--- src/cpuPkg.sv ---
package cpuPkg;

	////////////////////
	// instruction layout
	////////////////////

	localparam int instrWidth = 18; // one instruction word
	localparam int regAddrWidth = 4; // register address size
	localparam int regCount = 16; // register file depth

	// field positions inside the instruction word
	localparam int opcodeMsb = 17;
	localparam int opcodeLsb = 12;
	localparam int a1Msb = 11; // first source register
	localparam int a1Lsb = 8;
	localparam int a2Msb = 7; // second source, or addi destination
	localparam int a2Lsb = 4;
	localparam int immMsb = 3; // rr destination, or addi immediate
	localparam int immLsb = 0;

	typedef logic [instrWidth-1:0] instr_t;
	typedef logic [regAddrWidth-1:0] regAddr_t;

	////////////////////
	// opcodes
	////////////////////

	// any code not listed here decodes as a nop
	typedef enum logic [5:0] {
		opNop = 6'h00,
		opAdd = 6'h01,
		opSub = 6'h02,
		opAnd = 6'h03,
		opOr = 6'h04,
		opXor = 6'h05,
		opSlt = 6'h06,
		opAddi = 6'h07, // rd in a2 field, imm zero extended
		opMult = 6'h08, // loads hi and lo, no gpr write
		opMfhi = 6'h09,
		opMflo = 6'h0A
	} opcode_t;

	// alu operation select
	typedef enum logic [2:0] {
		aluAdd = 3'd0,
		aluSub = 3'd1,
		aluAnd = 3'd2,
		aluOr = 3'd3,
		aluXor = 3'd4,
		aluSlt = 3'd5 // signed compare
	} aluOp_t;

	// writeback value select
	typedef enum logic [1:0] {
		selAlu = 2'd0,
		selHi = 2'd1,
		selLo = 2'd2
	} resultSel_t;

endpackage
--- src/cpuPipeline.sv ---
module cpuPipeline #(
	parameter int dataWidth = 16
) (
	input logic clk,
	input logic rst,
	input logic instrValid,
	input cpuPkg::instr_t instr,
	output logic wbValid,
	output cpuPkg::regAddr_t wbAddr,
	output logic [dataWidth-1:0] wbData
);
	import cpuPkg::*;

	////////////////////
	// decode to execute
	////////////////////

	logic exValid;
	logic [dataWidth-1:0] exRd1, exRd2;
	regAddr_t exA1, exA2;
	logic [dataWidth-1:0] exImm;
	regAddr_t exWriteAddr;
	logic exWriteEn;
	logic exAluSrc;
	aluOp_t exAluOp;
	resultSel_t exResultSel;
	logic exHiLoWe;

	// wb wires loop back into the register file write port
	decodeStage #(.dataWidth(dataWidth)) decodeStage_i (
		.clk(clk), .rst(rst), .instrValid(instrValid), .instr(instr),
		.wbValid(wbValid), .wbAddr(wbAddr), .wbData(wbData),
		.exValid(exValid), .exRd1(exRd1), .exRd2(exRd2),
		.exA1(exA1), .exA2(exA2), .exImm(exImm),
		.exWriteAddr(exWriteAddr), .exWriteEn(exWriteEn),
		.exAluSrc(exAluSrc), .exAluOp(exAluOp),
		.exResultSel(exResultSel), .exHiLoWe(exHiLoWe)
	);

	executeStage #(.dataWidth(dataWidth)) executeStage_i (
		.clk(clk), .rst(rst),
		.exValid(exValid), .exRd1(exRd1), .exRd2(exRd2),
		.exA1(exA1), .exA2(exA2), .exImm(exImm),
		.exWriteAddr(exWriteAddr), .exWriteEn(exWriteEn),
		.exAluSrc(exAluSrc), .exAluOp(exAluOp),
		.exResultSel(exResultSel), .exHiLoWe(exHiLoWe),
		.wbValid(wbValid), .wbAddr(wbAddr), .wbData(wbData)
	);

endmodule

--- src/executeStage.sv ---
module executeStage #(
	parameter int dataWidth = 16
) (
	input logic clk,
	input logic rst,
	input logic exValid,
	input logic [dataWidth-1:0] exRd1, // register file values
	input logic [dataWidth-1:0] exRd2,
	input cpuPkg::regAddr_t exA1,
	input cpuPkg::regAddr_t exA2,
	input logic [dataWidth-1:0] exImm,
	input cpuPkg::regAddr_t exWriteAddr,
	input logic exWriteEn,
	input logic exAluSrc,
	input cpuPkg::aluOp_t exAluOp,
	input cpuPkg::resultSel_t exResultSel,
	input logic exHiLoWe,
	output logic wbValid, // pulse per register write
	output cpuPkg::regAddr_t wbAddr,
	output logic [dataWidth-1:0] wbData
);
	import cpuPkg::*;

	logic [dataWidth-1:0] srcA, srcB; // forwarded operands
	logic [dataWidth-1:0] opB; // alu b after immediate mux
	logic [dataWidth-1:0] aluY;
	logic [dataWidth-1:0] hi, lo;
	logic [dataWidth-1:0] result;

	////////////////////
	// forwarding
	////////////////////

	// the instruction just ahead sits in the wb register and
	// has not reached the register file yet
	always_comb begin
		srcA = exRd1;
		srcB = exRd2;
		if (wbValid && (wbAddr == exA1)) srcA = wbData;
		if (wbValid && (wbAddr == exA2)) srcB = wbData;
	end

	assign opB = exAluSrc ? exImm : srcB; // addi takes the immediate

	aluUnit #(.dataWidth(dataWidth)) aluUnit_i (
		.a(srcA),
		.b(opB),
		.aluOp(exAluOp),
		.y(aluY)
	);

	// mult uses both register operands, never the immediate
	hiLoUnit #(.dataWidth(dataWidth)) hiLoUnit_i (
		.clk(clk),
		.rst(rst),
		.we(exHiLoWe),
		.a(srcA),
		.b(srcB),
		.hi(hi),
		.lo(lo)
	);

	////////////////////
	// result select
	////////////////////

	always_comb begin
		case (exResultSel)
			selHi: result = hi; // mfhi
			selLo: result = lo; // mflo
			default: result = aluY;
		endcase
	end

	////////////////////
	// execute/writeback register
	////////////////////

	always_ff @(posedge clk) begin
		if (rst) begin
			wbValid <= 1'b0;
		end else begin
			wbValid <= exValid & exWriteEn; // mult and nop stay quiet
		end
	end

	always_ff @(posedge clk) begin
		wbAddr <= exWriteAddr;
		wbData <= result;
	end

endmodule

--- src/decodeStage.sv ---
module decodeStage #(
	parameter int dataWidth = 16
) (
	input logic clk,
	input logic rst,
	input logic instrValid, // plain strobe, no back-pressure
	input cpuPkg::instr_t instr,
	input logic wbValid, // writeback feeds the register file
	input cpuPkg::regAddr_t wbAddr,
	input logic [dataWidth-1:0] wbData,
	output logic exValid,
	output logic [dataWidth-1:0] exRd1,
	output logic [dataWidth-1:0] exRd2,
	output cpuPkg::regAddr_t exA1, // source addresses for forwarding
	output cpuPkg::regAddr_t exA2,
	output logic [dataWidth-1:0] exImm,
	output cpuPkg::regAddr_t exWriteAddr,
	output logic exWriteEn,
	output logic exAluSrc, // 1 picks the immediate
	output cpuPkg::aluOp_t exAluOp,
	output cpuPkg::resultSel_t exResultSel,
	output logic exHiLoWe
);
	import cpuPkg::*;

	opcode_t opcode;
	regAddr_t a1F, a2F, immF; // instruction fields
	logic [dataWidth-1:0] rd1, rd2;
	aluOp_t aluOp;
	resultSel_t resultSel;
	logic aluSrc, writeEn, dstIsA2, hiLoWe;

	assign opcode = opcode_t'(instr[opcodeMsb:opcodeLsb]);
	assign a1F = instr[a1Msb:a1Lsb];
	assign a2F = instr[a2Msb:a2Lsb];
	assign immF = instr[immMsb:immLsb];

	registerFile #(.dataWidth(dataWidth)) registerFile_i (
		.clk(clk), .rst(rst),
		.ra1(a1F), .ra2(a2F), .rd1(rd1), .rd2(rd2),
		.we(wbValid), .wa(wbAddr), .wd(wbData)
	);

	////////////////////
	// opcode decode
	////////////////////

	always_comb begin
		aluOp = aluAdd;
		aluSrc = 1'b0;
		writeEn = 1'b0;
		dstIsA2 = 1'b0; // rr ops write the imm field register
		resultSel = selAlu;
		hiLoWe = 1'b0;
		case (opcode)
			opAdd: begin aluOp = aluAdd; writeEn = 1'b1; end
			opSub: begin aluOp = aluSub; writeEn = 1'b1; end
			opAnd: begin aluOp = aluAnd; writeEn = 1'b1; end
			opOr: begin aluOp = aluOr; writeEn = 1'b1; end
			opXor: begin aluOp = aluXor; writeEn = 1'b1; end
			opSlt: begin aluOp = aluSlt; writeEn = 1'b1; end
			opAddi: begin
				aluSrc = 1'b1; // b operand from immediate
				writeEn = 1'b1;
				dstIsA2 = 1'b1; // imm field is data here
			end
			opMult: hiLoWe = 1'b1; // only hi/lo change
			opMfhi: begin resultSel = selHi; writeEn = 1'b1; end
			opMflo: begin resultSel = selLo; writeEn = 1'b1; end
			default: ; // nop and unknown codes
		endcase
	end

	////////////////////
	// decode/execute register
	////////////////////

	always_ff @(posedge clk) begin
		if (rst) begin
			exValid <= 1'b0;
			exWriteEn <= 1'b0;
			exHiLoWe <= 1'b0;
		end else begin
			exValid <= instrValid;
			exWriteEn <= instrValid & writeEn; // idle cycle writes nothing
			exHiLoWe <= instrValid & hiLoWe;
		end
	end

	// payload, only meaningful alongside the control bits
	always_ff @(posedge clk) begin
		exRd1 <= rd1;
		exRd2 <= rd2;
		exA1 <= a1F;
		exA2 <= a2F;
		exImm <= {{(dataWidth-regAddrWidth){1'b0}}, immF}; // zero extend
		exWriteAddr <= dstIsA2 ? a2F : immF;
		exAluSrc <= aluSrc;
		exAluOp <= aluOp;
		exResultSel <= resultSel;
	end

endmodule

--- src/hiLoUnit.sv ---
module hiLoUnit #(
	parameter int dataWidth = 16
) (
	input logic clk,
	input logic rst,
	input logic we, // mult in execute
	input logic [dataWidth-1:0] a,
	input logic [dataWidth-1:0] b,
	output logic [dataWidth-1:0] hi,
	output logic [dataWidth-1:0] lo
);

	logic [2*dataWidth-1:0] product; // full unsigned product

	assign product = a * b;

	////////////////////
	// hi and lo registers
	////////////////////

	// loaded at the edge ending the mult's execute cycle,
	// so a following mfhi/mflo already reads the new halves
	always_ff @(posedge clk) begin
		if (rst) begin
			hi <= '0;
			lo <= '0;
		end else if (we) begin
			hi <= product[2*dataWidth-1:dataWidth]; // upper half
			lo <= product[dataWidth-1:0]; // lower half
		end
	end

endmodule

--- src/aluUnit.sv ---
module aluUnit #(
	parameter int dataWidth = 16
) (
	input logic [dataWidth-1:0] a,
	input logic [dataWidth-1:0] b,
	input cpuPkg::aluOp_t aluOp,
	output logic [dataWidth-1:0] y
);
	import cpuPkg::*;

	logic less; // signed a < b

	assign less = $signed(a) < $signed(b);

	////////////////////
	// operation select
	////////////////////

	always_comb begin
		case (aluOp)
			aluAdd: begin
				y = a + b; // carry out dropped
			end
			aluSub: begin
				y = a - b;
			end
			aluAnd: begin
				y = a & b;
			end
			aluOr: begin
				y = a | b;
			end
			aluXor: begin
				y = a ^ b;
			end
			aluSlt: begin
				// result is a single bit, upper bits zero
				y = {{(dataWidth-1){1'b0}}, less};
			end
			default: begin
				y = '0; // unused encodings
			end
		endcase
	end

endmodule

--- src/registerFile.sv ---
module registerFile #(
	parameter int dataWidth = 16
) (
	input logic clk,
	input logic rst,
	input cpuPkg::regAddr_t ra1, // read port 1 address
	input cpuPkg::regAddr_t ra2, // read port 2 address
	output logic [dataWidth-1:0] rd1,
	output logic [dataWidth-1:0] rd2,
	input logic we, // write enable from writeback
	input cpuPkg::regAddr_t wa,
	input logic [dataWidth-1:0] wd
);
	import cpuPkg::*;

	logic [dataWidth-1:0] regs [regCount]; // 16 general purpose registers

	////////////////////
	// write port
	////////////////////

	always_ff @(posedge clk) begin
		if (rst) begin
			for (int i = 0; i < regCount; i++) begin
				regs[i] <= '0; // everything reads zero after reset
			end
		end else if (we) begin
			regs[wa] <= wd;
		end
	end

	////////////////////
	// read ports
	////////////////////

	// write-through so an instruction two behind the writer
	// sees the value in the same cycle it is written
	always_comb begin
		rd1 = regs[ra1];
		rd2 = regs[ra2];
		if (we && (wa == ra1)) rd1 = wd; // bypass port 1
		if (we && (wa == ra2)) rd2 = wd; // bypass port 2
	end

endmodule

--- config.mk ---
export PLATFORM = sky130hd
export DESIGN_NAME = cpuPipeline
export DESIGN_NICKNAME = d
export VERILOG_FILES = /design/src/cpuPkg.sv /design/src/cpuPipeline.sv /design/src/executeStage.sv /design/src/decodeStage.sv /design/src/hiLoUnit.sv /design/src/aluUnit.sv /design/src/registerFile.sv
export SDC_FILE = /design/constraint.sdc
export NUM_CORES = 1
export LEC_CHECK = 0
export ABC_AREA = 1
export BUFFER_PORTS_ARGS = -buffer_cell sky130_fd_sc_hd__buf_2
export CORE_ASPECT_RATIO = 1.5
export CORE_MARGIN = 10
export CORE_UTILIZATION = 25
export DETAILED_ROUTE_END_ITERATION = 12
export GPL_TIMING_DRIVEN = 0
export PLACE_DENSITY = 0.47
export SETUP_SLACK_MARGIN = 0.05
export SLEW_MARGIN = 20
export SYNTH_ARGS = -nofsm -noshare
export SYNTH_HDL_FRONTEND = slang
export SYNTH_HIERARCHICAL = 1
export SYNTH_SLANG_ARGS = --single-unit
--- constraint.sdc ---
create_clock -name clk -period 8.9 [get_ports clk]
set_input_delay 0.89 -clock clk [delete_from_list [all_inputs] [get_ports clk]]
set_output_delay 0.89 -clock clk [all_outputs]
set_load 0.01 [all_outputs]
# Yosys cells after proc, flatten, opt, wreduce, memory -nomap -nowiden
# Memory sizes are Yosys's and may differ from the RTL's.
# Cells that the tools add are included.
# word_totals
regBits	110
output_inout_bits	21
elab_cells	77
ram_bits	256
n_memories	1
input_bits	21
# memory_table
memory	words	word_bits	rd	rd_ports_with_merged_regs	wr	line_no	source
decodeStage_i.registerFile_i.regs	16	16	2	0	16	registerFile.sv:16	logic [dataWidth-1:0] regs [regCount];
# classes
bitwise_logic	6
n_mul	1
n_eq_ne	21
n_reduce_logical	7
n_mux	21
addsub	2
n_lt_le_gt_ge	1
# ops
cell	n
16-bit 2-to-1 mux	6
16-bit case mux with 6 select lines	1
16-bit by 16-bit multiplier with 32-bit output	1
16-bit case mux with 2 select lines	1
6-bit by 3-bit equality test with 1-bit output, second input constant	4
6-bit by 4-bit equality test with 1-bit output, second input constant	3
16-bit adder	1
16-bit bitwise AND	1
4-bit equality test	4
16-bit < comparator	1
16-bit OR	1
16-bit OR reduction	1
16-bit subtractor	1
16-bit XOR	1
3-bit case mux with 5 select lines	1
6-bit by 2-bit equality test with 1-bit output, second input constant	2
1-bit 2-to-1 mux	9
9-bit OR reduction	1
4-bit 2-to-1 mux	2
3-bit by 2-bit equality test with 1-bit output, second input constant	2
3-bit equality test, second input constant	2
6-bit by 1-bit equality test with 1-bit output, second input constant	1
1-bit logical AND	4
2-bit case mux with 2 select lines	1
other kinds (5)	7

# Longest topological paths before layout
# depth
depth_word	7
mapped_depth	35

# Cells and area by module
# The synthesis kept the hierarchy.
# by_module_without_submodules
module	n_inst	area_per_inst_um2	cells_per_inst
registerFile	1	15577.4	2091
hiLoUnit	1	10705.3	1542
aluUnit	1	2778.9	521
executeStage	1	1838.0	304
decodeStage	1	1487.7	129

# Worst setup path after synthesis
# No wires, ideal clock.
# synth_path
kind	register -> register
from	reg executeStage_i.wbAddr[3]
to	reg executeStage_i.hiLoUnit_i.lo[15]
path_buffers	3
slack_ps	2497
required_time_ps	8785
arrival_time_ps	6287
period_less_slack_ps	6403
stages_incl_launch_ff	29
path_cell_list	dfxtp_1 inv_2 a21oi_1 nand4_1 clkbuf_2 o21ai_1 clkbuf_1 clkbuf_1 nand2_1 fa_1 inv_1 fa_1 inv_1 fa_1 inv_1 fa_1 fa_1 inv_1 fa_1 inv_1 ha_1 nand2_2 inv_1 nand2_1 nand2_1 nand3b_2 xor2_1 o21ai_0 inv_1
# synth_between
elab_chain_len	4
# synth_lines
element	line_no	source
start, declared	executeStage.sv:19	output cpuPkg::regAddr_t wbAddr,
start signal, assigned	executeStage.sv:88	wbAddr <= exWriteAddr;
4-bit equality test	executeStage.sv:39	if (wbValid && (wbAddr == exA1)) srcA = wbData;
1-bit logical AND	executeStage.sv:39	
16-bit 2-to-1 mux	executeStage.sv:39	
net executeStage_i.srcA[7]	executeStage.sv:24	logic [dataWidth-1:0] srcA, srcB;
16-bit by 16-bit multiplier with 32-bit output	hiLoUnit.sv:15	assign product = a * b;
end signal, assigned	hiLoUnit.sv:29	lo <= product[dataWidth-1:0];
end, declared	hiLoUnit.sv:10	output logic [dataWidth-1:0] lo
# The timed path passes the listed nets, and every way through them passes these cells.
# A chain may end at the register's enable or synchronous reset.

# Worst setup path in the final report
# layout_path
from	reg executeStage_i.wbAddr[2]
to	reg executeStage_i.hiLoUnit_i.hi[2]
# layout_between
elab_chain_len	4
# layout_lines
element	line_no	source
4-bit equality test	executeStage.sv:39	
1-bit logical AND	executeStage.sv:39	
16-bit 2-to-1 mux	executeStage.sv:39	
net executeStage_i.srcA[1]	executeStage.sv:24	
16-bit by 16-bit multiplier with 32-bit output	hiLoUnit.sv:15	
end signal, assigned	hiLoUnit.sv:28	hi <= product[2*dataWidth-1:dataWidth];
end, declared	hiLoUnit.sv:9	output logic [dataWidth-1:0] hi,
# The timed path passes the listed nets, and every way through them passes these cells.

==> flow_summary.ini <==
[run_status]
status = complete, no violations

[timing]
rsz0062_at_grt = false
setup_viol = 0
relSlewSlack_pct = 15.4
fin_skew_ns = 0.0590
min_period_ns = 8.58
max_freq_mhz = 117
finalSetupTns_ns = 0
hold_violations = 0
final_max_slew_viol_count = 0
worst_pin_slew_ns = 1.27
finalCritPeriodShare_pct = 96.4

[min_path]
holdPathStages = 0
min_path_type = reg2reg
whs_endpoint = executeStage_i/wbAddr[2]
min_from = decodeStage_i/exWriteAddr[2]

[clocking]
cts_max_path_buffers = 3
root_buffer = clkbuf_16
htree_levels = 2
ctsResizeCount = 0
cts_tree = built
clk_pin_slew_ns = 0.06
cts_buffers = 44
worstSkewPairLatency_ns = 0.62
post_cts_buffers = 0
cts.sink_count = 366
cts_hold_buf = 0

[synthesis]
synth_top_cell_by_area = edfxtp_1
synth_top_cell_area_share_pct = 23.7
ys.flop_type = edfxtp_1
yosys_warnings = 6
async_flop_share_pct = 0
ys_seq_area_share_pct = 30.5
netlist_area_um2 = 32400
ys_types = 48
syn_inst = 4587
synth_seq_cells = 366
ys_top_cells_by_area = edfxtp_1 24%, nand2_1 16%, fa_1 12%
syn_area_per_cell_um2 = 7.06
synth_edf_count = 256

[pwr]
finalPower_mw = 13.8
peakVddDrop_mv = 0.554
power.density_nw_per_um2 = 380
power.leakage_nw = 19.0

[critical_path]
rr_endpoint = executeStage_i/hiLoUnit_i/hi[2]
r2r_start = executeStage_i/wbAddr[2]
ff2ff_setup_slack_ns = 0.32
end_kind = register
r2r_cells = 26
cp.arrival_ns = 9.13
crit_type = reg2reg
path_max_fanout = 10
crit_required_ns = 9.45
startpoint_type = register

[place]
dpl.hpwl_um = 115000
place_congestion = 0.985
port_buffers = 41

[die]
fp.dieW_um = 314
pin_count = 42
die_h_um = 461
core_um2 = 129000
dieArea_um2 = 145000
start_util_pct = 25.2
core.rowCount = 161

[route]
ant_nets = 0
routed_wl_um = 147000
viasPerCell = 4.71
dr.pass1.iters = 6
drc = 0
dr.first_iter.drc_count = 2602
via_count = 30300
wl_per_cell_um = 22.8

[finish]
drive_gt1_share_pct = 7.50
areaGrowthSynthToFinish_pct = 12.0
finalNetCount = 5058

[global_routing]
overflow = 0
grt_pass1_vias = 30500
grt_util_met2_pct = 36.7
antenna_found_initial = 5
met3_usage_pct = 2.43
grt.busiest_layer = met2
grt_max_degree = 17
use_met1_pct = 20.9
grt_pass1_wl_um = 209000
grt_usage_pct = 19.8

[job]
max_cap_viol_count = 0
worst max-delay path by stage:
stage | from | to | depth (start not counted)
2_1_floorplan | executeStage_i/wbAddr[3] | executeStage_i/hiLoUnit_i/lo[15] | 28
3_5_place_dp | executeStage_i/wbAddr[2] | executeStage_i/hiLoUnit_i/hi[2] | 26
4_1_cts | executeStage_i/wbAddr[2] | executeStage_i/hiLoUnit_i/hi[2] | 26
6_report | executeStage_i/wbAddr[2] | executeStage_i/hiLoUnit_i/hi[2] | 26
5_1_grt | executeStage_i/wbAddr[3] | executeStage_i/hiLoUnit_i/hi[2] | 27
3_3_place_gp | executeStage_i/wbAddr[2] | executeStage_i/hiLoUnit_i/hi[2] | 26
final cells by class:
type / count / area [µm²]
well taps: 1711 / 2140
plain buffers: 267 / 1360
diodes: 2 / 5.00
fillers: 14400 / 92200
repair buffers: 41 / 205
inverters: 930 / 3490
flip-flops and latches: 366 / 9890
clock buffers: 56 / 1280
clock inverters: 26 / 188
multi-input cells: 3035 / 17700
layout by cell type (no fill, tap or decap), types with 4 or more instances in the layout:
cell type,instances
xor2_1,16
nand3b_4,4
conb_1,12
buf_1,21
buf_6,18
clkinv_1,6
o21ai_1,20
nand4_2,10
buf_4,21
inv_1,912
ha_1,156
clkinv_2,13
nor3_1,7
dfxtp_1,110
o21bai_1,6
o22ai_1,17
clkbuf_1,115
nor2_1,410
nand3_2,5
nor2_4,4
clkbuf_2,5
o21ai_0,28
a21oi_1,88
clkbuf_8,9
clkbuf_16,47
buf_2,127
nand2_1,1345
edfxtp_1,256
inv_2,15
nor2_2,9
nand3_1,567
nand2_2,38
and2_1,18
nand4_1,52
fa_1,196
clkinvlp_4,4
nor3_4,4
critical path, stage by stage, from the launching register on:
cell	delay (ns)
dfxtp_1	0.82
xnor2_1	0.21
nand4_1	0.34
buf_2	0.34
o21ai_1	0.54
clkbuf_1	0.60
clkbuf_1	0.69
nand2_1	0.17
fa_1	0.51
fa_1	0.50
inv_1	0.05
fa_1	0.49
fa_1	0.49
fa_1	0.52
inv_1	0.07
fa_1	0.48
inv_1	0.05
ha_1	0.44
nand2_1	0.13
inv_1	0.09
nand2_1	0.06
nor3_1	0.19
nand2_1	0.08
nand2_1	0.07
xor2_1	0.40
o21ai_1	0.10
inv_1	0.06
logic make-up after synthesis:
logic type                 after synthesis  share of synthesized area (%)
and+or+nand+nor                       2479                           32.9
buffers and inverters                 1197                           15.0
adders and majority gates              352                           18.1
DFF                                    366                           30.5
AOI/OAI and AO/OA                      173                           2.99
xor gates and xnor gates                19                          0.514
other                                    1                         0.0116
registers in the layout, summed over array words and instances (netlist names), 2 cells and up:
name / count
decodeStage_i/exRd2: 16
executeStage_i/hiLoUnit_i/hi: 16
decodeStage_i/exAluOp: 3
decodeStage_i/exRd1: 16
decodeStage_i/exA2: 4
executeStage_i/wbAddr: 4
decodeStage_i/exWriteAddr: 4
decodeStage_i/registerFile_i/regs: 256
executeStage_i/hiLoUnit_i/lo: 16
decodeStage_i/exA1: 4
decodeStage_i/exResultSel: 2
executeStage_i/wbData: 16
decodeStage_i/exImm: 4
cells in the mapped netlist, types with 3 or more instances:
| master | count |
|---|---|
| nand2_1 | 1350 |
| inv_1 | 912 |
| nand3_1 | 567 |
| nor2_1 | 410 |
| edfxtp_1 | 256 |
| fa_1 | 196 |
| ha_1 | 156 |
| clkbuf_1 | 116 |
| dfxtp_1 | 110 |
| a21oi_1 | 88 |
| buf_2 | 86 |
| nand4_1 | 52 |
| nand2_2 | 33 |
| o21ai_0 | 28 |
| o21ai_1 | 22 |
| buf_1 | 21 |
| buf_4 | 21 |
| and2_1 | 18 |
| buf_6 | 18 |
| o22ai_1 | 17 |
| xor2_1 | 16 |
| inv_2 | 15 |
| nand4_2 | 10 |
| nor2_2 | 9 |
| nor3_1 | 7 |
| o21bai_1 | 6 |
| nand3_2 | 5 |
| nand3b_4 | 4 |
| nor2_4 | 4 |
| nor3_4 | 4 |
| a21oi_2 | 3 |
| clkinv_1 | 3 |
| nand3_4 | 3 |
| xnor2_1 | 3 |
per-layer routing:
layer / wire (µm) / share of wire, %
met1: 51600 / 35
met4: 11300 / 7.7
met2: 75200 / 51
met5: 0 / 0
met3: 8850 / 6.0
power by group:
part	internal [mW]	total [mW]	switching, mW	leakage [nW]
combinational	3.02	9.84	6.82	14.7
sequential	1.91	2.07	0.159	3.56
clock	1.05	1.86	0.811	0.726
total	5.98	13.8	7.79	19.0
metrics by stage:
stage / instances / setup slack [ns] / utilization, % / area, µm² / hold slack [ns]
after floorplan: 4598 / 2.50 / - / 32400 / 0.310
after global placement: 6350 / 0.197 / 27.1 / 34800 / 0.310
after detailed placement: 6350 / 0.192 / 27.1 / 34800 / 0.313
after CTS: 6432 / 0.160 / 28.2 / 36300 / 0.328
after global routing: 6432 / 0.0805 / 28.2 / 36300 / 0.331
final: 6434 / 0.319 / 28.2 / 36300 / 0.325
(Power assumes the default switching activity.)
